File: config.mk
export PLATFORM = sky130hd
export DESIGN_NAME = exec_unit_flat
export DESIGN_NICKNAME = d
export VERILOG_FILES = /design/src/verilog/rvs_pkg.sv /design/src/verilog/ctrl_if.sv /design/src/verilog/exec_unit.sv /design/src/flat_wrapper.sv
export VERILOG_INCLUDE_DIRS = /design/src /design/src/verilog
export SDC_FILE = /design/constraint.sdc
export NUM_CORES = 1
export LEC_CHECK = 0
export BUFFER_PORTS_ARGS = -buffer_cell sky130_fd_sc_hd__buf_4
export CAP_MARGIN = 20
export CORE_ASPECT_RATIO = 1.25
export CORE_MARGIN = 8
export CORE_UTILIZATION = 35
export DETAILED_ROUTE_END_ITERATION = 12
export SYNTH_ARGS = -nofsm -noshare
export SYNTH_HDL_FRONTEND = slang
export SYNTH_SLANG_ARGS = --single-unit
export TNS_END_PERCENT = 20
File: constraint.sdc
create_clock -name vclk -period 11.1
set_clock_uncertainty 0.05 [all_clocks]
set_input_delay 1.11 -clock vclk [all_inputs]
set_output_delay 1.11 -clock vclk [all_outputs]
set_load 0.03 [all_outputs]
File: src/verilog/rvs_macros.svh
`ifndef RVS_MACROS_SVH
`define RVS_MACROS_SVH

`define XLEN            64
`define REG_ADDR_WIDTH  5
`define RESET_PC        64'h0000_0000_0000_0000

`define OPC_OP          7'b0110011  // add, sub
`define OPC_OP_IMM      7'b0010011  // addi
`define OPC_OP_32       7'b0111011  // addw
`define OPC_LOAD        7'b0000011
`define OPC_STORE       7'b0100011
`define OPC_BRANCH      7'b1100011
`define OPC_JAL         7'b1101111
`define OPC_JALR        7'b1100111
`define OPC_LUI         7'b0110111
`define OPC_AUIPC       7'b0010111
`define OPC_SYSTEM      7'b1110011

`define F3_ADD          3'b000
`define F3_LW           3'b010
`define F3_SD           3'b011
`define F3_BNE          3'b001
`define F3_JALR         3'b000

`define F7_ADD          7'b0000000
`define F7_SUB          7'b0100000

`define EBREAK_INST     32'h0010_0073

`endif

File: src/verilog/rvs_pkg.sv
`include "rvs_macros.svh"

package rvs_pkg;

    typedef logic [`XLEN-1:0]           xlen_t;
    typedef logic [31:0]                inst_t;
    typedef logic [`REG_ADDR_WIDTH-1:0] reg_addr_t;
    typedef logic [7:0]                 wmask_t;    // byte strobe

    typedef enum logic [1:0] {
        ALU_ADD,
        ALU_SUB
    } alu_op_e;

    // operand pair fed to the alu
    typedef enum logic [1:0] {
        ALU_SRC_REG,        // rs1, rs2
        ALU_SRC_IMM,        // rs1, imm
        ALU_SRC_IMM_PC,     // pc, imm
        ALU_SRC_FOUR_PC     // pc, 4
    } alu_src_e;

    typedef enum logic [2:0] {
        IMM_I,
        IMM_S,
        IMM_B,
        IMM_U,
        IMM_J
    } imm_sel_e;

    typedef enum logic [1:0] {
        ST_RUN,
        ST_HALTED,
        ST_TRAPPED
    } core_state_e;

endpackage

File: src/verilog/ctrl_if.sv
`timescale 1ns/1ps

interface ctrl_if;

    logic                  reg_wen;
    rvs_pkg::reg_addr_t    waddr;
    rvs_pkg::reg_addr_t    raddr1;
    rvs_pkg::reg_addr_t    raddr2;
    rvs_pkg::imm_sel_e     imm_sel;
    rvs_pkg::alu_op_e      alu_op;
    rvs_pkg::alu_src_e     alu_src;
    logic                  branch;
    logic                  jump;
    logic                  jalr;
    logic                  mem_ren;
    logic                  mem_wen;
    logic                  word_op;     // addw result sign extension
    logic                  halt;
    logic                  illegal;

    modport dec (
        output reg_wen, waddr, raddr1, raddr2, imm_sel, alu_op, alu_src,
               branch, jump, jalr, mem_ren, mem_wen, word_op, halt, illegal
    );

    modport exe (
        input  reg_wen, waddr, raddr1, raddr2, imm_sel, alu_op, alu_src,
               branch, jump, jalr, mem_ren, mem_wen, word_op, halt, illegal
    );

endinterface

File: src/verilog/exec_unit.sv
`timescale 1ns/1ps

module exec_unit (
    ctrl_if.exe            c,
    input  rvs_pkg::inst_t inst,
    input  rvs_pkg::xlen_t pc,
    input  rvs_pkg::xlen_t rs1_data,
    input  rvs_pkg::xlen_t rs2_data,
    input  rvs_pkg::xlen_t mem_rdata,
    output rvs_pkg::xlen_t result,
    output rvs_pkg::xlen_t mem_addr,
    output rvs_pkg::xlen_t store_data,
    output rvs_pkg::xlen_t next_pc
);

    rvs_pkg::xlen_t imm;
    rvs_pkg::xlen_t op_a;
    rvs_pkg::xlen_t op_b;
    rvs_pkg::xlen_t alu_out;
    rvs_pkg::xlen_t alu_res;
    rvs_pkg::xlen_t target;
    rvs_pkg::xlen_t pc_plus4;
    logic [31:0]    load_word;
    logic           taken;

    always_comb begin
        case (c.imm_sel)
            rvs_pkg::IMM_S: imm = {{52{inst[31]}}, inst[31:25], inst[11:7]};
            rvs_pkg::IMM_B: imm = {{52{inst[31]}}, inst[7], inst[30:25], inst[11:8], 1'b0};
            rvs_pkg::IMM_U: imm = {{32{inst[31]}}, inst[31:12], 12'b0};
            rvs_pkg::IMM_J: imm = {{44{inst[31]}}, inst[19:12], inst[20], inst[30:21], 1'b0};
            default:        imm = {{52{inst[31]}}, inst[31:20]};
        endcase
    end

    always_comb begin
        case (c.alu_src)
            rvs_pkg::ALU_SRC_IMM:     begin op_a = rs1_data; op_b = imm;      end
            rvs_pkg::ALU_SRC_IMM_PC:  begin op_a = pc;       op_b = imm;      end
            rvs_pkg::ALU_SRC_FOUR_PC: begin op_a = pc;       op_b = 64'd4;    end
            default:                  begin op_a = rs1_data; op_b = rs2_data; end
        endcase
    end

    assign alu_res  = (c.alu_op == rvs_pkg::ALU_SUB) ? op_a - op_b : op_a + op_b;
    assign alu_out  = c.word_op ? {{32{alu_res[31]}}, alu_res[31:0]} : alu_res;
    assign pc_plus4 = pc + 64'd4;

    assign mem_addr   = alu_out;
    assign store_data = rs2_data;
    assign load_word  = alu_out[2] ? mem_rdata[63:32] : mem_rdata[31:0];   // word within dword

    always_comb begin
        if (c.mem_ren) begin
            result = {{32{load_word[31]}}, load_word};
        end else begin
            result = alu_out;                                   // link value for jumps
        end
    end

    assign taken   = c.branch && (alu_out != '0);     // bne
    assign target  = c.jalr ? ((rs1_data + imm) & ~64'd1) : pc + imm;
    assign next_pc = (taken || c.jump) ? target : pc_plus4;

endmodule

File: src/flat_wrapper.sv
// flat-port wrapper written by rule: the top's interface ports become plain ports
module exec_unit_flat 
  (inst, pc, rs1_data, rs2_data, mem_rdata, result, mem_addr, store_data, next_pc, c_reg_wen, c_waddr, c_raddr1, c_raddr2, c_imm_sel, c_alu_op, c_alu_src, c_branch, c_jump, c_jalr, c_mem_ren, c_mem_wen, c_word_op, c_halt, c_illegal);
  ctrl_if c_i ();
  input  rvs_pkg::inst_t inst;
  input  rvs_pkg::xlen_t pc;
  input  rvs_pkg::xlen_t rs1_data;
  input  rvs_pkg::xlen_t rs2_data;
  input  rvs_pkg::xlen_t mem_rdata;
  output rvs_pkg::xlen_t result;
  output rvs_pkg::xlen_t mem_addr;
  output rvs_pkg::xlen_t store_data;
  output rvs_pkg::xlen_t next_pc;
  input wire logic [$bits(c_i.reg_wen)-1:0] c_reg_wen;
  input wire logic [$bits(c_i.waddr)-1:0] c_waddr;
  input wire logic [$bits(c_i.raddr1)-1:0] c_raddr1;
  input wire logic [$bits(c_i.raddr2)-1:0] c_raddr2;
  input wire logic [$bits(c_i.imm_sel)-1:0] c_imm_sel;
  input wire logic [$bits(c_i.alu_op)-1:0] c_alu_op;
  input wire logic [$bits(c_i.alu_src)-1:0] c_alu_src;
  input wire logic [$bits(c_i.branch)-1:0] c_branch;
  input wire logic [$bits(c_i.jump)-1:0] c_jump;
  input wire logic [$bits(c_i.jalr)-1:0] c_jalr;
  input wire logic [$bits(c_i.mem_ren)-1:0] c_mem_ren;
  input wire logic [$bits(c_i.mem_wen)-1:0] c_mem_wen;
  input wire logic [$bits(c_i.word_op)-1:0] c_word_op;
  input wire logic [$bits(c_i.halt)-1:0] c_halt;
  input wire logic [$bits(c_i.illegal)-1:0] c_illegal;
  assign c_i.reg_wen = c_reg_wen;
  assign c_i.waddr = c_waddr;
  assign c_i.raddr1 = c_raddr1;
  assign c_i.raddr2 = c_raddr2;
  assign c_i.imm_sel = c_imm_sel;
  assign c_i.alu_op = c_alu_op;
  assign c_i.alu_src = c_alu_src;
  assign c_i.branch = c_branch;
  assign c_i.jump = c_jump;
  assign c_i.jalr = c_jalr;
  assign c_i.mem_ren = c_mem_ren;
  assign c_i.mem_wen = c_mem_wen;
  assign c_i.word_op = c_word_op;
  assign c_i.halt = c_halt;
  assign c_i.illegal = c_illegal;
  exec_unit u_core (.c(c_i), .inst(inst), .pc(pc), .rs1_data(rs1_data), .rs2_data(rs2_data), .mem_rdata(mem_rdata), .result(result), .mem_addr(mem_addr), .store_data(store_data), .next_pc(next_pc));
endmodule
# After elaboration in Yosys (flattened, before gate mapping)

Index checks and enable logic that the tools add are counted.

Bits in registers: 0
Bits in latches: 0
Bits in writable memories: 0
Bits in read-only memories: 0
Logic and storage cells: 27
Memories kept: 0

Add/subtract/negate cells: 5
Multiply operators: 0
Div/mod/pow operators: 0
Magnitude comparators: 0
Equal/unequal tests: 8
Shift operators: 0
Mux-type cells: 9
Bitwise logic cells: 0
Reduce and logical (&&, ||, !) cells: 5

Operator list:

| cell                    | number |
|---|---|
| $mux W64                | 6 |
| $add A64 B64 Y64        | 3 |
| $pmux W64 S2            | 1 |
| $pmux W31 S4            | 1 |
| $add A64 B3 Y64 const B | 1 |
| $reduce_bool A64 Y1     | 1 |
| $sub A64 B64 Y64        | 1 |
| $mux W32                | 1 |
| $eq A3 B2 Y1 const B    | 2 |
| $eq A2 B1 Y1 const B    | 2 |
| $eq A2 B2 Y1 const B    | 2 |
| $reduce_or A2 Y1        | 2 |
| $eq A3 B1 Y1 const B    | 1 |
| $eq A3 B3 Y1 const B    | 1 |
| $logic_and A1 B1 Y1     | 1 |
| $logic_or A1 B1 Y1      | 1 |

# Logic depth before layout (Yosys ltp)

Depth in word-level cells: 10
Mapped depth: 37
Mapped depth without buffers: 30

# Worst setup path after synthesis

OpenSTA, ideal clock, no wires.

Path kind: input to output
Start: input port c_alu_src[0]
End: output port next_pc[0]
Arrival: 9001 ps
Setup slack: 939 ps
Stages: 29
Buffers on the path: 7
Cells stage by stage: inv_1 ha_1 clkbuf_1 clkbuf_1 clkbuf_1 clkbuf_1 clkbuf_1 clkbuf_1 a22o_1 inv_1 ha_1 o211ai_1 or4b_1 a21oi_1 nand2b_1 ha_1 clkbuf_1 a21o_1 a21o_1 a221o_1 o21ai_0 nand2_1 and4_1 a2111oi_0 or2_2 nor4_1 o2111ai_1 nor4_4 o41ai_1

Cells in the longest elaborated chain, start to end: 10
Elaborated cells on any way between the ends: 15
Classes of those cells: add/sub (2); eq/ne (3); mux (5); reduce/logical (5)

RTL lines:

| element                                              | RTL line           | RTL |
|---|---|---|
| from (decl)                                          | flat_wrapper.sv:20 | `input wire logic [$bits(c_i.alu_src)-1:0] c_alu_src;` |
| $eq A2 B1 Y1 or $eq A2 B2 Y1 (tied branches)         | exec_unit.sv:37    | `case (c.alu_src)` |
| $reduce_or A2 Y1 (no line)                           | -                  |  |
| $pmux W64 S2 or $mux W64 (tied branches)             | exec_unit.sv:37    |  |
| $add A64 B64 Y64 or $sub A64 B64 Y64 (tied branches) | exec_unit.sv:45    | `assign alu_res = (c.alu_op == rvs_pkg::ALU_SUB) ? op_a - op_b : op_a + op_b;` |
| $mux W64 *                                           | exec_unit.sv:45    |  |
| $mux W64 *                                           | exec_unit.sv:46    | `assign alu_out = c.word_op ? {{32{alu_res[31]}}, alu_res[31:0]} : alu_res;` |
| via mem_addr[27]                                     | flat_wrapper.sv:11 | `output rvs_pkg::xlen_t mem_addr;` |
| $reduce_bool A64 Y1 *                                | exec_unit.sv:61    | `assign taken = c.branch && (alu_out != '0);` |
| $logic_and A1 B1 Y1 *                                | exec_unit.sv:61    |  |
| $logic_or A1 B1 Y1 *                                 | exec_unit.sv:63    | `assign next_pc = (taken \|\| c.jump) ? target : pc_plus4;` |
| $mux W64 *                                           | exec_unit.sv:63    |  |
| to (decl)                                            | flat_wrapper.sv:13 | `output rvs_pkg::xlen_t next_pc;` |

Mark *: on every way through the listed nets, which the timed path passes. The rest lies on a longest branch.

# Worst setup path in the final report

Start: input port c_imm_sel[1]
End: output port next_pc[48]

Cells in the longest elaborated chain, start to end: 10
Elaborated cells on any way between the ends: 17
Classes of those cells: add/sub (4); eq/ne (4); mux (6); reduce/logical (3)

RTL lines:

| element                                              | RTL line           | RTL |
|---|---|---|
| from (decl)                                          | flat_wrapper.sv:18 | `input wire logic [$bits(c_i.imm_sel)-1:0] c_imm_sel;` |
| $eq A3 B3 Y1 (tied with other cells)                 | exec_unit.sv:27    | `case (c.imm_sel)` |
| $pmux W31 S4 *                                       | exec_unit.sv:27    |  |
| $pmux W64 S2                                         | exec_unit.sv:37    |  |
| $add A64 B64 Y64 or $sub A64 B64 Y64 (tied branches) | exec_unit.sv:45    |  |
| $mux W64                                             | exec_unit.sv:45    |  |
| $mux W64                                             | exec_unit.sv:46    |  |
| $reduce_bool A64 Y1                                  | exec_unit.sv:61    |  |
| $logic_and A1 B1 Y1                                  | exec_unit.sv:61    |  |
| $logic_or A1 B1 Y1                                   | exec_unit.sv:63    |  |
| $mux W64 *                                           | exec_unit.sv:63    |  |

Mark *: on every way between the ends. The rest lies on a longest branch, timed or not.

==> parameters.txt <==
Parameter                              Value

Setup path
  Critical Path Start Type    input pin
  Startpoint of the worst setup timing path    c_imm_sel[1]
  Largest incremental delay on the critical path    0.80 ns
  Critical path's top delay family    simple AND/OR/NAND/NOR gates
  Sum of buffers and inverters on the critical path    3
  Crit path arrival time    9.31 ns
  Data required time of the critical path    9.94 ns
  Slowest cell on the critical path    sky130_fd_sc_hd__nor2_2
  Max Fanout on Critical Path    27
  Critical path class    in -> out
  Worst setup EP type    output port

Global route
  Total congestion overflow    0
  Met1 layer usage reported by global route    0.352
  Overall Global Routing Usage    0.265
  Global Route met3 Usage    0.0266
  Global routing's busiest layer    met2
  Largest net degree at the start of global routing    77
  Vias in the first global route    22653
  Met2 usage in global routing    0.439
  Antenna violations before repair    16
  Wire length of the first global-routing pass    134000 µm

Synth
  Count leader, synth    sky130_fd_sc_hd__nand2_1
  Area fraction of the dominant cell type after synthesis    0.124
  Share of synthesized area occupied by flip-flops and latches    0
  Yosys Warn Count    0
  Synthesized area per cell    6.46 µm²
  Cell type contributing the most total cell area after synthesis    sky130_fd_sc_hd__ha_1
  Nets in the synthesized netlist    3537
  Area of the mapped netlist    19500 µm²
  Gate count after technology mapping    3021
  Top area cells in the synthesized netlist    sky130_fd_sc_hd__ha_1, sky130_fd_sc_hd__a21oi_1, sky130_fd_sc_hd__nand2_1
  Most numerous cell types in the synthesized netlist    sky130_fd_sc_hd__nand2_1, sky130_fd_sc_hd__a21oi_1, sky130_fd_sc_hd__nor2_1
  Unique masters post-synth    89

Power
  Leakage Power    11.2 nW
  Worst voltage drop across the vdd grid    0.000129 V
  Power per unit of standard cell area    124 nW/µm²
  Final Total Pwr    2.95 mW

Route
  1st-iter DRT viols    2234
  Number of vias after detailed routing    24193
  Number of design rule violations left after detail routing    0
  Remaining antenna violation count after routing    0
  Detailed Routing Iterations Pass 1    6
  Routed length per instance    22.0 µm
  Wire length reported by the detailed router    91200 µm
  Vias/cell    5.84

Die
  FP Rows    97
  Core box area    55600 µm²
  Full die area    63600 µm²
  Count of pins on the block boundary    575
  Die Wd    227 µm
  Overall die height    280 µm
  Effective utilization at floorplan    0.351

Timing
  Total count of hold-check failures in the final report    0
  Fin crit period    10.47 ns
  Final max-slew violation count    0
  Upper clock frequency limit    0.0955 GHz
  Total negative slack    0 ns
  Share of the cycle needed by the critical path after routing    0.944
  Final setup fails    0
  RSZ-0062 raised after global routing    no
  Slew at the pin with the worst max-slew slack    1.06 ns
  Worst slew margin    0.292

Hold path
  Worst Hold Endpoint    store_data[63]
  Worst Hold Depth    2
  Hold WC Path Type    in -> out
  Hold Crit Start    rs2_data[63]

Flow run
  Maximum Capacitance Violations    0

Cells and area
  Final-layout fill cell count    6084
  Number of sequential cells    0
  Number of nets in the layout    3905
  Number of non-filler instances in the completed layout    4143
  Register cell area after layout    0 µm²
  Share of final-layout standard cells stronger than drive strength 1    0.210
  Synth-to-Final Area Change    22.2%
  Clock buffer cells    0
  Core occupancy in the finished layout    0.429

Placed design
  Routability cong.    0.984
  HPWL reported at the end of detailed placement    77500 µm
  IO Port Bufs    549
  Placed Cells incl. Taps    4126

Run status
  Run status    completed
-- metal layers --
metal,up-vias,part of all wire,wire (µm)
met5,-,0.00030,27
li1,11802,-,-
met1,11247,0.44,39900
met4,4,0.043,3920
met2,988,0.46,41700
met3,152,0.062,5630
-- cell usage in the layout (no fill, tap or decap), drive strengths merged, types with 36 or more instances in the layout --
cell    netlist  layout
nor2        255     256
nand2b       42      42
nand3        69      69
mux2         72      72
buf          88     592
nand2       369     369
mux2i        77      77
o21ai       243     243
o21bai       39      39
inv          83      83
a21oi       290     290
xnor2       141     141
ha          194     194
o21a         36      36
a21o        125     125
a31oi        77      77
xor2        125     125
nand4        54      54
and3         56      56
nor3         49      49
-- per-stage QoR --
stage / hold slack (ns) / setup slack, ns / cell area, µm²
after global placement: 2.41 / 0.612 / 23800
after detailed placement: 2.41 / 0.560 / 23800
after CTS: 2.41 / 0.527 / 23800
final: 2.40 / 0.627 / 23900
after floorplan: 2.30 / 0.939 / 19500
after global routing: 2.41 / 0.0471 / 23900
-- power breakdown --
| group | leakage [nW] | switching, mW | total (mW) | internal, mW |
|---|---|---|---|---|
| clock | 0.0000887 | 0 | 0.000000169 | 0.000000169 |
| sequential | 0 | 0 | 0 | 0 |
| combinational | 11.2 | 1.89 | 2.95 | 1.06 |
-- final cells by class --
| type | count | area [µm²] | share of cell area |
|---|---|---|---|
| diodes | 14 | 35.0 | 0.00147 |
| multi-input cells | 2710 | 18100 | 0.759 |
| inverters | 84 | 315 | 0.0132 |
| well taps | 742 | 928 | 0.0389 |
| repair buffers | 593 | 4470 | 0.187 |
-- cell families (layout without fill, tap and decap cells) --
group	after synthesis	count (layout)	share of synthesized area
simple gates	1052	1053	0.259
compound gates	1045	1045	0.339
xor+xnor	266	266	0.119
buf+inv	312	677	0.0742
other cells	0	14	0
mux	149	149	0.0812
fa+ha+maj	197	197	0.127
-- worst max path at each step --
stage / slack [ns] / end / depth (start not counted)
after floorplan: 0.94 / next_pc[0] / 29
after global placement: 0.61 / next_pc[32] / 32
after detailed placement: 0.56 / next_pc[26] / 29
after CTS: 0.53 / next_pc[26] / 32
after global routing: 0.05 / next_pc[36] / 33
final: 0.63 / next_pc[48] / 29
-- timing repair --
action	in CTS	in global routing
setup endpoints to repair	0	46
gates resized for setup	0	0
hold buffers	0	0
hold endpoints to repair	0	0
buffers inserted	0	1
Note: power is estimated with default switching activity, not from simulation.
