===== src/verilog/rvs_macros.svh =====
`ifndef RVS_MACROS_SVH
`define RVS_MACROS_SVH

`define XLEN            64
`define REG_ADDR_WIDTH  5
`define RESET_PC        64'h0000_0000_0000_0000

`define OPC_OP          7'b0110011  // add, sub
`define OPC_OP_IMM      7'b0010011  // addi
`define OPC_OP_32       7'b0111011  // addw
`define OPC_LOAD        7'b0000011
`define OPC_STORE       7'b0100011
`define OPC_BRANCH      7'b1100011
`define OPC_JAL         7'b1101111
`define OPC_JALR        7'b1100111
`define OPC_LUI         7'b0110111
`define OPC_AUIPC       7'b0010111
`define OPC_SYSTEM      7'b1110011

`define F3_ADD          3'b000
`define F3_LW           3'b010
`define F3_SD           3'b011
`define F3_BNE          3'b001
`define F3_JALR         3'b000

`define F7_ADD          7'b0000000
`define F7_SUB          7'b0100000

`define EBREAK_INST     32'h0010_0073

`endif


===== src/verilog/rvs_pkg.sv =====
`include "rvs_macros.svh"

package rvs_pkg;

    typedef logic [`XLEN-1:0]           xlen_t;
    typedef logic [31:0]                inst_t;
    typedef logic [`REG_ADDR_WIDTH-1:0] reg_addr_t;
    typedef logic [7:0]                 wmask_t;    // byte strobe

    typedef enum logic [1:0] {
        ALU_ADD,
        ALU_SUB
    } alu_op_e;

    // operand pair fed to the alu
    typedef enum logic [1:0] {
        ALU_SRC_REG,        // rs1, rs2
        ALU_SRC_IMM,        // rs1, imm
        ALU_SRC_IMM_PC,     // pc, imm
        ALU_SRC_FOUR_PC     // pc, 4
    } alu_src_e;

    typedef enum logic [2:0] {
        IMM_I,
        IMM_S,
        IMM_B,
        IMM_U,
        IMM_J
    } imm_sel_e;

    typedef enum logic [1:0] {
        ST_RUN,
        ST_HALTED,
        ST_TRAPPED
    } core_state_e;

endpackage


===== src/verilog/ctrl_if.sv =====
`timescale 1ns/1ps

interface ctrl_if;

    logic                  reg_wen;
    rvs_pkg::reg_addr_t    waddr;
    rvs_pkg::reg_addr_t    raddr1;
    rvs_pkg::reg_addr_t    raddr2;
    rvs_pkg::imm_sel_e     imm_sel;
    rvs_pkg::alu_op_e      alu_op;
    rvs_pkg::alu_src_e     alu_src;
    logic                  branch;
    logic                  jump;
    logic                  jalr;
    logic                  mem_ren;
    logic                  mem_wen;
    logic                  word_op;     // addw result sign extension
    logic                  halt;
    logic                  illegal;

    modport dec (
        output reg_wen, waddr, raddr1, raddr2, imm_sel, alu_op, alu_src,
               branch, jump, jalr, mem_ren, mem_wen, word_op, halt, illegal
    );

    modport exe (
        input  reg_wen, waddr, raddr1, raddr2, imm_sel, alu_op, alu_src,
               branch, jump, jalr, mem_ren, mem_wen, word_op, halt, illegal
    );

endinterface


===== src/verilog/ctrl.sv =====
`timescale 1ns/1ps
`include "rvs_macros.svh"

module ctrl (
    input  rvs_pkg::inst_t inst,
    ctrl_if.dec            c
);

    logic [6:0]         opcode;
    logic [2:0]         funct3;
    logic [6:0]         funct7;
    rvs_pkg::reg_addr_t rd;
    rvs_pkg::reg_addr_t rs1;
    rvs_pkg::reg_addr_t rs2;

    assign opcode = inst[6:0];
    assign funct3 = inst[14:12];
    assign funct7 = inst[31:25];
    assign rd     = inst[11:7];
    assign rs1    = inst[19:15];
    assign rs2    = inst[24:20];

    always_comb begin
        c.reg_wen = 1'b0;
        c.waddr   = '0;
        c.raddr1  = '0;
        c.raddr2  = '0;
        c.imm_sel = rvs_pkg::IMM_I;
        c.alu_op  = rvs_pkg::ALU_ADD;
        c.alu_src = rvs_pkg::ALU_SRC_REG;
        c.branch  = 1'b0;
        c.jump    = 1'b0;
        c.jalr    = 1'b0;
        c.mem_ren = 1'b0;
        c.mem_wen = 1'b0;
        c.word_op = 1'b0;
        c.halt    = 1'b0;
        c.illegal = 1'b0;
        case (opcode)
            `OPC_OP: begin
                c.reg_wen = 1'b1;
                c.waddr   = rd;
                c.raddr1  = rs1;
                c.raddr2  = rs2;
                if (funct3 == `F3_ADD && funct7 == `F7_ADD) begin
                    c.alu_op = rvs_pkg::ALU_ADD;
                end else if (funct3 == `F3_ADD && funct7 == `F7_SUB) begin
                    c.alu_op = rvs_pkg::ALU_SUB;
                end else begin
                    c.illegal = 1'b1;
                end
            end
            `OPC_OP_IMM: begin
                c.reg_wen = 1'b1;
                c.waddr   = rd;
                c.raddr1  = rs1;
                c.alu_src = rvs_pkg::ALU_SRC_IMM;
                c.illegal = (funct3 != `F3_ADD);    // addi only
            end
            `OPC_OP_32: begin
                c.reg_wen = 1'b1;
                c.waddr   = rd;
                c.raddr1  = rs1;
                c.raddr2  = rs2;
                c.word_op = 1'b1;
                c.illegal = (funct3 != `F3_ADD) || (funct7 != `F7_ADD);
            end
            `OPC_LOAD: begin
                c.reg_wen = 1'b1;
                c.waddr   = rd;
                c.raddr1  = rs1;
                c.alu_src = rvs_pkg::ALU_SRC_IMM;
                c.mem_ren = 1'b1;
                c.illegal = (funct3 != `F3_LW);
            end
            `OPC_STORE: begin
                c.raddr1  = rs1;    // base
                c.raddr2  = rs2;    // store data
                c.imm_sel = rvs_pkg::IMM_S;
                c.alu_src = rvs_pkg::ALU_SRC_IMM;
                c.mem_wen = 1'b1;
                c.illegal = (funct3 != `F3_SD);
            end
            `OPC_BRANCH: begin
                c.raddr1  = rs1;
                c.raddr2  = rs2;
                c.imm_sel = rvs_pkg::IMM_B;
                c.alu_op  = rvs_pkg::ALU_SUB;   // zero when equal
                c.branch  = 1'b1;
                c.illegal = (funct3 != `F3_BNE);
            end
            `OPC_JAL: begin
                c.reg_wen = 1'b1;
                c.waddr   = rd;
                c.imm_sel = rvs_pkg::IMM_J;
                c.alu_src = rvs_pkg::ALU_SRC_FOUR_PC;   // link value
                c.jump    = 1'b1;
            end
            `OPC_JALR: begin
                c.reg_wen = 1'b1;
                c.waddr   = rd;
                c.raddr1  = rs1;
                c.alu_src = rvs_pkg::ALU_SRC_FOUR_PC;
                c.jump    = 1'b1;
                c.jalr    = 1'b1;
                c.illegal = (funct3 != `F3_JALR);
            end
            `OPC_LUI: begin
                c.reg_wen = 1'b1;
                c.waddr   = rd;
                c.imm_sel = rvs_pkg::IMM_U;
                c.alu_src = rvs_pkg::ALU_SRC_IMM;   // x0 + imm
            end
            `OPC_AUIPC: begin
                c.reg_wen = 1'b1;
                c.waddr   = rd;
                c.imm_sel = rvs_pkg::IMM_U;
                c.alu_src = rvs_pkg::ALU_SRC_IMM_PC;
            end
            `OPC_SYSTEM: begin
                c.halt    = (inst == `EBREAK_INST);
                c.illegal = (inst != `EBREAK_INST);
            end
            default: begin
                c.illegal = 1'b1;
            end
        endcase
    end

endmodule


===== src/flat_wrapper.sv =====
// flat-port wrapper written by rule: the top's interface ports become plain ports
module ctrl_flat 
  (inst, c_reg_wen, c_waddr, c_raddr1, c_raddr2, c_imm_sel, c_alu_op, c_alu_src, c_branch, c_jump, c_jalr, c_mem_ren, c_mem_wen, c_word_op, c_halt, c_illegal);
  ctrl_if c_i ();
  input  rvs_pkg::inst_t inst;
  output wire logic [$bits(c_i.reg_wen)-1:0] c_reg_wen;
  output wire logic [$bits(c_i.waddr)-1:0] c_waddr;
  output wire logic [$bits(c_i.raddr1)-1:0] c_raddr1;
  output wire logic [$bits(c_i.raddr2)-1:0] c_raddr2;
  output wire logic [$bits(c_i.imm_sel)-1:0] c_imm_sel;
  output wire logic [$bits(c_i.alu_op)-1:0] c_alu_op;
  output wire logic [$bits(c_i.alu_src)-1:0] c_alu_src;
  output wire logic [$bits(c_i.branch)-1:0] c_branch;
  output wire logic [$bits(c_i.jump)-1:0] c_jump;
  output wire logic [$bits(c_i.jalr)-1:0] c_jalr;
  output wire logic [$bits(c_i.mem_ren)-1:0] c_mem_ren;
  output wire logic [$bits(c_i.mem_wen)-1:0] c_mem_wen;
  output wire logic [$bits(c_i.word_op)-1:0] c_word_op;
  output wire logic [$bits(c_i.halt)-1:0] c_halt;
  output wire logic [$bits(c_i.illegal)-1:0] c_illegal;
  assign c_reg_wen = c_i.reg_wen;
  assign c_waddr = c_i.waddr;
  assign c_raddr1 = c_i.raddr1;
  assign c_raddr2 = c_i.raddr2;
  assign c_imm_sel = c_i.imm_sel;
  assign c_alu_op = c_i.alu_op;
  assign c_alu_src = c_i.alu_src;
  assign c_branch = c_i.branch;
  assign c_jump = c_i.jump;
  assign c_jalr = c_i.jalr;
  assign c_mem_ren = c_i.mem_ren;
  assign c_mem_wen = c_i.mem_wen;
  assign c_word_op = c_i.word_op;
  assign c_halt = c_i.halt;
  assign c_illegal = c_i.illegal;
  ctrl u_core (.inst(inst), .c(c_i));
endmodule

===== config.mk =====
export PLATFORM = sky130hd
export DESIGN_NAME = ctrl_flat
export DESIGN_NICKNAME = d
export VERILOG_FILES = /design/src/verilog/rvs_pkg.sv /design/src/verilog/ctrl_if.sv /design/src/verilog/ctrl.sv /design/src/flat_wrapper.sv
export VERILOG_INCLUDE_DIRS = /design/src /design/src/verilog
export SDC_FILE = /design/constraint.sdc
export NUM_CORES = 1
export LEC_CHECK = 0
export BUFFER_PORTS_ARGS = -buffer_cell sky130_fd_sc_hd__buf_2
export CAP_MARGIN = 20
export CORE_MARGIN = 2
export CORE_UTILIZATION = 40
export DETAILED_ROUTE_END_ITERATION = 8
export PLACE_DENSITY = 0.95
export SLEW_MARGIN = 20
export SYNTH_ARGS = -nofsm -noshare
export SYNTH_HDL_FRONTEND = slang
export SYNTH_SLANG_ARGS = --single-unit

===== constraint.sdc =====
create_clock -name vclk -period 2.3
set_input_delay 0.23 -clock vclk [all_inputs]
set_output_delay 0.23 -clock vclk [all_outputs]
set_load 0.05 [all_outputs]

Yosys cells after proc, flatten, opt, wreduce, memory -nomap -nowiden
Index checks and enable logic that the tools add are counted.

word-level totals
  flip-flop bits (word level) = 0
  latch bits = 0
  memory bits (writable) = 0
  memory bits (read-only) = 0
  input bits = 32
  output and inout port bits = 31
  logic and storage cells = 51
  memories kept = 0

cells by class
  add/subtract/negate cells = 0
  $mul = 0
  divide/modulo/power cells = 0
  $lt $le $gt $ge = 0
  eq/ne operators = 17
  shift operators = 0
  mux-type cells = 19
  bitwise logic cells = 0
  reductions and logical operators = 15

operator list
  cell                  count
  $eq 7x6->1 const B    5
  $eq 32x21->1 const B  1
  $ne 32x21->1 const B  1
  $eq 7x7->1 const B    4
  $mux 5                3
  $eq 7x5->1 const B    2
  $pmux 3 s4            1
  $mux 1                11
  $pmux 1 s8            1
  $reduce_or 4->1       2
  $reduce_or 8->1       1
  $eq 7x2->1 const B    1
  $logic_not 7->1       1
  $reduce_bool 7->1     1
  $reduce_or 7->1       1
  $ne 3x2->1 const B    2
  $pmux 2 s3            1
  $reduce_or 2->1       3
  $pmux 2 s2            1
  $logic_not 3->1       1
  $ne 3x1->1 const B    1
  $reduce_bool 3->1     1
  $reduce_or 3->1       1
  $logic_and 1x1->1     2
  other kinds (2)       2

Logic depth before layout (Yosys ltp)
Gate-level depths: netlist of run 1.

  word-level depth = 5
  mapped depth = 5
  depth with buffers taken out = 4

Least setup slack after synthesis of run 1
OpenSTA, ideal clock, no wires.

  kind = input -> output
  start = input port inst[3]
  end = output port c_waddr[0]
  arrival = 2.068 ns
  data required time = 2.070 ns
  setup slack = 0.002 ns
  stages = 5
  buffers on the path = 1
  cells stage by stage = clkbuf_1 -> nor2_1 -> o21ai_0 -> a21oi_1 -> and2_1

between the ends
  word-level cells in the longest chain between the ends = 3
  elaborated cells between the ends (all ways) = 10
  classes of those cells = eq/ne (8); mux (1); reduce/logical (1)

RTL lines
  element                                   RTL line           source
  start: declaration                        flat_wrapper.sv:5  input rvs_pkg::inst_t inst;
  $eq 7x5->1, or another cell as far along  ctrl.sv:39         case (opcode)
  $reduce_or 8->1 (no source line) *        --
  $mux 5 *                                  ctrl.sv:39
  end: declaration                          flat_wrapper.sv:7  output wire logic [$bits(c_i.waddr)-1:0] c_waddr;

Mark *: on every way between the ends. The rest lies on a longest branch, timed or not.

Worst setup path in the final report of run 1
  start = input port inst[6]
  end = output port c_illegal

between the ends
  word-level cells in the longest chain between the ends = 3
  elaborated cells between the ends (all ways) = 15
  classes of those cells = eq/ne (12); mux (1); reduce/logical (2)

RTL lines
  element                                                              RTL line            source
  $eq 7x7->1, or another cell as far along                             ctrl.sv:39
  $reduce_or 3->1 (no source line) or $reduce_or 2->1 (tied branches)  --
  $pmux 1 s8 *                                                         ctrl.sv:39
  end: declaration                                                     flat_wrapper.sv:20  output wire logic [$bits(c_i.illegal)-1:0] c_illegal;

Marked as above.

==> results of run 1 <==
through the flow:
| step | area (um^2) | std cells |
|---|---|---|
| floorplan | 596.8 | 97 |
| global placement | 898.4 | 168 |
| detailed placement | 898.4 | 168 |
| CTS | 898.4 | 168 |
| global route | 898.4 | 168 |
| finish | 898.4 | 168 |
tightest hold or removal path, cell delays in order:
cell,delay (ns)
buf_2,0.10
and2_1,0.12
buf_2,0.20
report_power, final:
group | internal [mW] | leakage (nW) | switching [mW]
registers | 0 | 0 | 0
logic | 0.0486 | 0.494 | 0.0868
clock network | 0 | 0 | 0
kinds of logic (layout without fill, tap and decap cells):
kind of cell | count (synthesis) | count (layout) | synth area share [%]
compound gates | 20 | 20 | 24.74
buf+inv | 9 | 65 | 6.498
xor+xnor | 1 | 1 | 1.468
other cells | 1 | 1 | 0.6283
simple gates | 65 | 65 | 64.78
mux | 1 | 1 | 1.887
worst max-delay path by stage:
stage	cells after the start	slack [ns]	startpoint	to
2_1_floorplan	5	0.002	inst[3]	c_waddr[0]
3_3_place_gp	6	0.31	inst[6]	c_illegal
3_5_place_dp	6	0.26	inst[6]	c_illegal
4_1_cts	6	0.25	inst[6]	c_illegal
5_1_grt	6	0.11	inst[3]	c_illegal
6_report	6	0.25	inst[6]	c_illegal
area by class of cell:
| type | instances | area [um^2] | share of cell area (%) |
|---|---|---|---|
| multi-input combinational | 88 | 558.0 | 62.12 |
| timing repair buffer | 62 | 310.3 | 34.54 |
| tap | 15 | 18.77 | 2.089 |
| inverter | 3 | 11.26 | 1.253 |
placed cells by master, fill, tap and decap left out, types with 2 or more instances in the layout:
master and n:
nor4b_1 2, and3_1 5, nand3_1 3, o32a_1 2, o21ai_0 2, o2111ai_1 2
nand4_1 2, nand2_1 4, inv_1 3, a21oi_1 2, nor4_1 4, nor3_1 6
buf_2 62, o22ai_1 3, and2_1 18, nor2_1 10, a31oi_1 2, nand3b_1 2
per-layer routing:
layer / routed length (um) / up-vias
li1: - / 477
met1: 931 / 434
met2: 1128 / 30
met3: 117 / 2
met4: 8 / 0
met5: 0 / -
==> impl_results.md, run 1 <==
- Vertical extent of the die: 42.63 um
- Die extent in x: 42.63 um
- Total buffers and inverters traversed by the critical path: 2
- Flip-flop and latch count: 0
- Grt met3 use: approximately 1.3%
- Count of warnings emitted by yosys: 0
- Crit path max-delay cell type: or4b_1
- Detail Placement HPWL: 1819 um
- WL per Instance: between 10 and 15 um
- Synth area leaders: and2_1, nor2_1, and3_1
- Kind of cell adding the most delay to the critical path: simple AND/OR/NAND/NOR gates
- Worst hold endpoint: c_waddr[4]
- Vias in the first global route: around 860
- Unrepaired setup endpoints after global routing: false
- Static leakage: 0.4943 nW
- # fillers: 120
- Time the final worst path needs with I/O delays and setup: between 2 and 2.5 ns
- First-pass GRT wire length: between 3000 and 4000 um
- Cell taking the most area after synthesis: and2_1
- Worst Hold Margin: between 0.8 and 0.9 ns
- Count of pins over their slew limit: 0
- Core box area: 1350 um^2
- Critical Path Fanout Max: 15
- Maximum number of pins on one net before global-route repair: 20
- Share of post-route cells with drive strength above 1: 42.48%
- Syn Std Cell Area: around 600 um^2
- Share of the yosys chip area belonging to registers: 0%
- Maximum Capacitance Violations: 0
- Starting DRC count in detailed routing: 17
- Kind of start point of the critical path: input pin
- Total Power: between 0.1 and 0.15 mW
- Count of unique library cells instantiated by Yosys: 39
- Overflow left after global routing: 0
- Number of port buffers: 62
- Worst-path cell chain: buf_2, or4b_1, a2111oi_2, o22ai_1, o2111ai_1, buf_2
- Detail-routed via count per cell: 5.613
- Total DRC errors in the routed layout: 0
- Area added between synthesis and finish: 50.52%
- Worst hold path stage count: 3
- Setup-failing EPs final: 0
- Met2 layer usage reported by global route: a little over two fifths
- Total GRT Usage: 23.54%
- Endpoint kind of the worst setup timing path: output pin
- Via count of the routed design: roughly 940
- Count leader, synth: and2_1
- Number of nets with antenna violations after routing: 0
- Hold violation total from the final report: 0
- Critical path class: input pin to output pin
- Total Routed Length: ~2200 um
- Ranking of synthesized cells by instance count: and2_1, nor2_1, nor3_1
- Post-CTS Repair Setup Buffers: 0
- Mapped Cells: 97
- Pwr per Cell Area: 150.7 nW/um^2
- Most heavily used metal layer in global routing: met2
- Portion of synthesized cell area occupied by the leading cell type: a little under a fifth
- Endpoint arrival time on the critical path: approximately 1.8 ns
- RD Place Congestion: approximately 0.86
- Final antenna diode count: 0
- Final-layout clock buffer total: 0
- Post-layout utilization of the core: 66.54%
- Required time of the critical path: a little over 2 ns
- I/O pin count: 63
- Initial antenna violation count: 0
- Post-layout nets: 187
- Number of buffers inserted by hold repair at cts: 0
- Nets in the synthesized netlist: 129
- Die ar.: 1817 um^2
- Effective utilization at floorplan: ~44%
- Fmax: around 0.49 GHz
- Seq. cell area: 0 um^2
- Crit share post-route: 89.29%
- Largest voltage drop on the vdd net: ~0.07 mV
- Count of instances resized after the clock tree is built: 0
- Peak per-stage delay on the critical path: 0.58 ns
- Status: complete, no violations
- M1 GR Usage: between 30% and 40%
- Worst path setup slack after routing: ~0.25 ns
- Path category of the worst min-delay check: input pin to output pin
- Post-placement worst setup slack: approximately 0.26 ns
- Summed negative setup slack over all endpoints: 0 ns
- Hold_sp: inst[11]
- Most used cell along the critical path: buf_2
- Router iterations before antenna repair: 4
- Post-synthesis area per instance: 6.153 um^2
- Number of placement rows: 13
Note: power is estimated with default switching activity, not from simulation.
==> run 2: changes to the inputs <==
--- a/config.mk
+++ b/config.mk
@@ -12,7 +12,7 @@
 export CORE_UTILIZATION = 40
 export DETAILED_ROUTE_END_ITERATION = 8
 export PLACE_DENSITY = 0.95
-export SLEW_MARGIN = 20
+export SLEW_MARGIN = 30
 export SYNTH_ARGS = -nofsm -noshare
 export SYNTH_HDL_FRONTEND = slang
 export SYNTH_SLANG_ARGS = --single-unit
==> constraint.sdc (replaced) <==
create_clock -name vclk -period 2.5
set_input_delay 0.25 -clock vclk [all_inputs]
set_output_delay 0.25 -clock vclk [all_outputs]
set_load 0.05 [all_outputs]
==> impl_results.md, run 2 (synthesized netlist as in run 1, its figures left out) <==
- Via count of the routed design: 931
- Maximum Capacitance Violations: 0
- Summed negative setup slack over all endpoints: 0 ns
- Worst-path cell chain: buf_2, or4b_1, a2111oi_2, o22ai_1, o2111ai_1, buf_2
- Core box area: ~1400 um^2
- Area added between synthesis and finish: 50.52%
- Endpoint kind of the worst setup timing path: output pin
- Router iterations before antenna repair: 3
- Maximum number of pins on one net before global-route repair: 20
- Final antenna diode count: 0
- Amount of wire on met2 after detailed routing: between 1000 and 1500 um
- Path category of the worst min-delay check: input pin to output pin
- Static leakage: 0.4943 nW
- Placed instance count: 168
- Unrepaired setup endpoints after global routing: false
- Worst path setup slack after routing: approximately 0.40 ns
- Detail Placement HPWL: roughly 1800 um
- Count of pins over their slew limit: 0
- Critical path class: input pin to output pin
- Total Power: 0.1239 mW
- Vertical extent of the die: between 40 and 50 um
- Seq. cell area: 0 um^2
- Total GRT Usage: a little under a quarter
- Kind of start point of the critical path: input pin
- Non-Filler Instances: 168
- Share of post-route cells with drive strength above 1: 42.48%
- Detail Route met3 WL: approximately 100 um
- Most common library cell in the layout ignoring fill and taps: buf_2
- Overflow left after global routing: 0
- Required time of the critical path: about 2.3 ns
- Topmost layer with routed signal wires: met4
- Number of placement rows: 13
- Total DRC errors in the routed layout: 0
- Worst hold endpoint: c_waddr[4]
- Time the final worst path needs with I/O delays and setup: roughly 2.1 ns
- Hold violation total from the final report: 0
- Fmax: between 0.4 and 0.5 GHz
- Initial antenna violation count: 0
- # fillers: approximately 130
- Flip-flop and latch count: 0
- Vias in the first global route: 876
- Effective utilization at floorplan: between 40% and 50%
- I/O pin count: 63
- Endpoint arrival time on the critical path: approximately 1.9 ns
- Critical Path Fanout Max: 15
- Detail-routed via count per cell: approximately 5.5
- Die ar.: between 1500 and 2000 um^2
- Peak per-stage delay on the critical path: 0.58 ns
- Commonest cells after routing, fill and taps aside: buf_2, and2_1, nor2_1
- Routed met1 length: 913 um
- Number of nets with antenna violations after routing: 0
- Most used cell along the critical path: buf_2
- Pwr per Cell Area: around 140 nW/um^2
- Number of buffers inserted by hold repair at cts: 0
- Worst Hold Margin: approximately 0.92 ns
- Setup-failing EPs final: 0
- Post-layout nets: around 190
- RD Place Congestion: 0.8617
- First-pass GRT wire length: 3477 um
- Starting DRC count in detailed routing: 13
- WL per Instance: 12.80 um
- Area of the multi-input gates: around 560 um^2
- Post-placement worst setup slack: ~0.41 ns
- Worst hold path stage count: 3
- Crit share post-route: a little over four fifths
- Crit path max-delay cell type: or4b_1
- Total Routed Length: between 2000 and 2500 um
- Largest voltage drop on the vdd net: approximately 0.062 mV
- Status: complete, no violations
- Die extent in x: between 40 and 50 um
- Number of port buffers: 62
- Final-layout clock buffer total: 0
- Post-CTS Repair Setup Buffers: 0
- Hold_sp: inst[11]
- Count of instances resized after the clock tree is built: 0
==> run 2: cell counts in the layout (fill, tap and decap cells not counted) <==
Identical to the previous run, type by type.
==> run 2: layout make-up <==
type / count / share of cell area [%]
well taps: 15 / 2.089
multi-input cells: 88 / 62.12
repair buffers: 62 / 34.54
inverters: 3 / 1.253
==> run 2: metal layers <==
layer | vias up | global-route usage, %
met3 | 2 | 2.155
li1 | 477 | -
met5 | - | 0
met4 | 0 | 3.750
met2 | 28 | 42.73
met1 | 424 | 27.85
==> run 2: worst max-delay path by stage <==
stage                     depth (start not counted)          to    start  slack [ns]
final                                             6   c_illegal  inst[6]        0.40
after global routing                              6   c_illegal  inst[6]        0.34
after CTS                                         6   c_illegal  inst[6]        0.41
after detailed placement                          6   c_illegal  inst[6]        0.41
after global placement                            6   c_illegal  inst[6]        0.47
after floorplan                                   5  c_waddr[0]  inst[3]        0.16
==> run 2: critical path, delay by kind of cell <==
kind | cells | cell delay [ns]
AOI/OAI and AO/OA | 3 | 0.54
and+or+nand+nor | 1 | 0.58
buffers and inverters | 2 | 0.48
==> run 2: power breakdown <==
| part | switching, mW | internal (mW) |
|---|---|---|
| logic | 0.0792 | 0.0447 |
| clock network | 0 | 0 |
| registers | 0 | 0 |
| total | 0.0792 | 0.0447 |
==> run 2: per-stage QoR <==
stage | area [um^2] | util, %
2_1_floorplan | 596.8 | -
4_1_cts | 898.4 | 66.54
3_3_place_gp | 898.4 | 66.54
5_1_grt | 898.4 | 66.54
6_report | 898.4 | 66.54
3_5_place_dp | 898.4 | 66.54
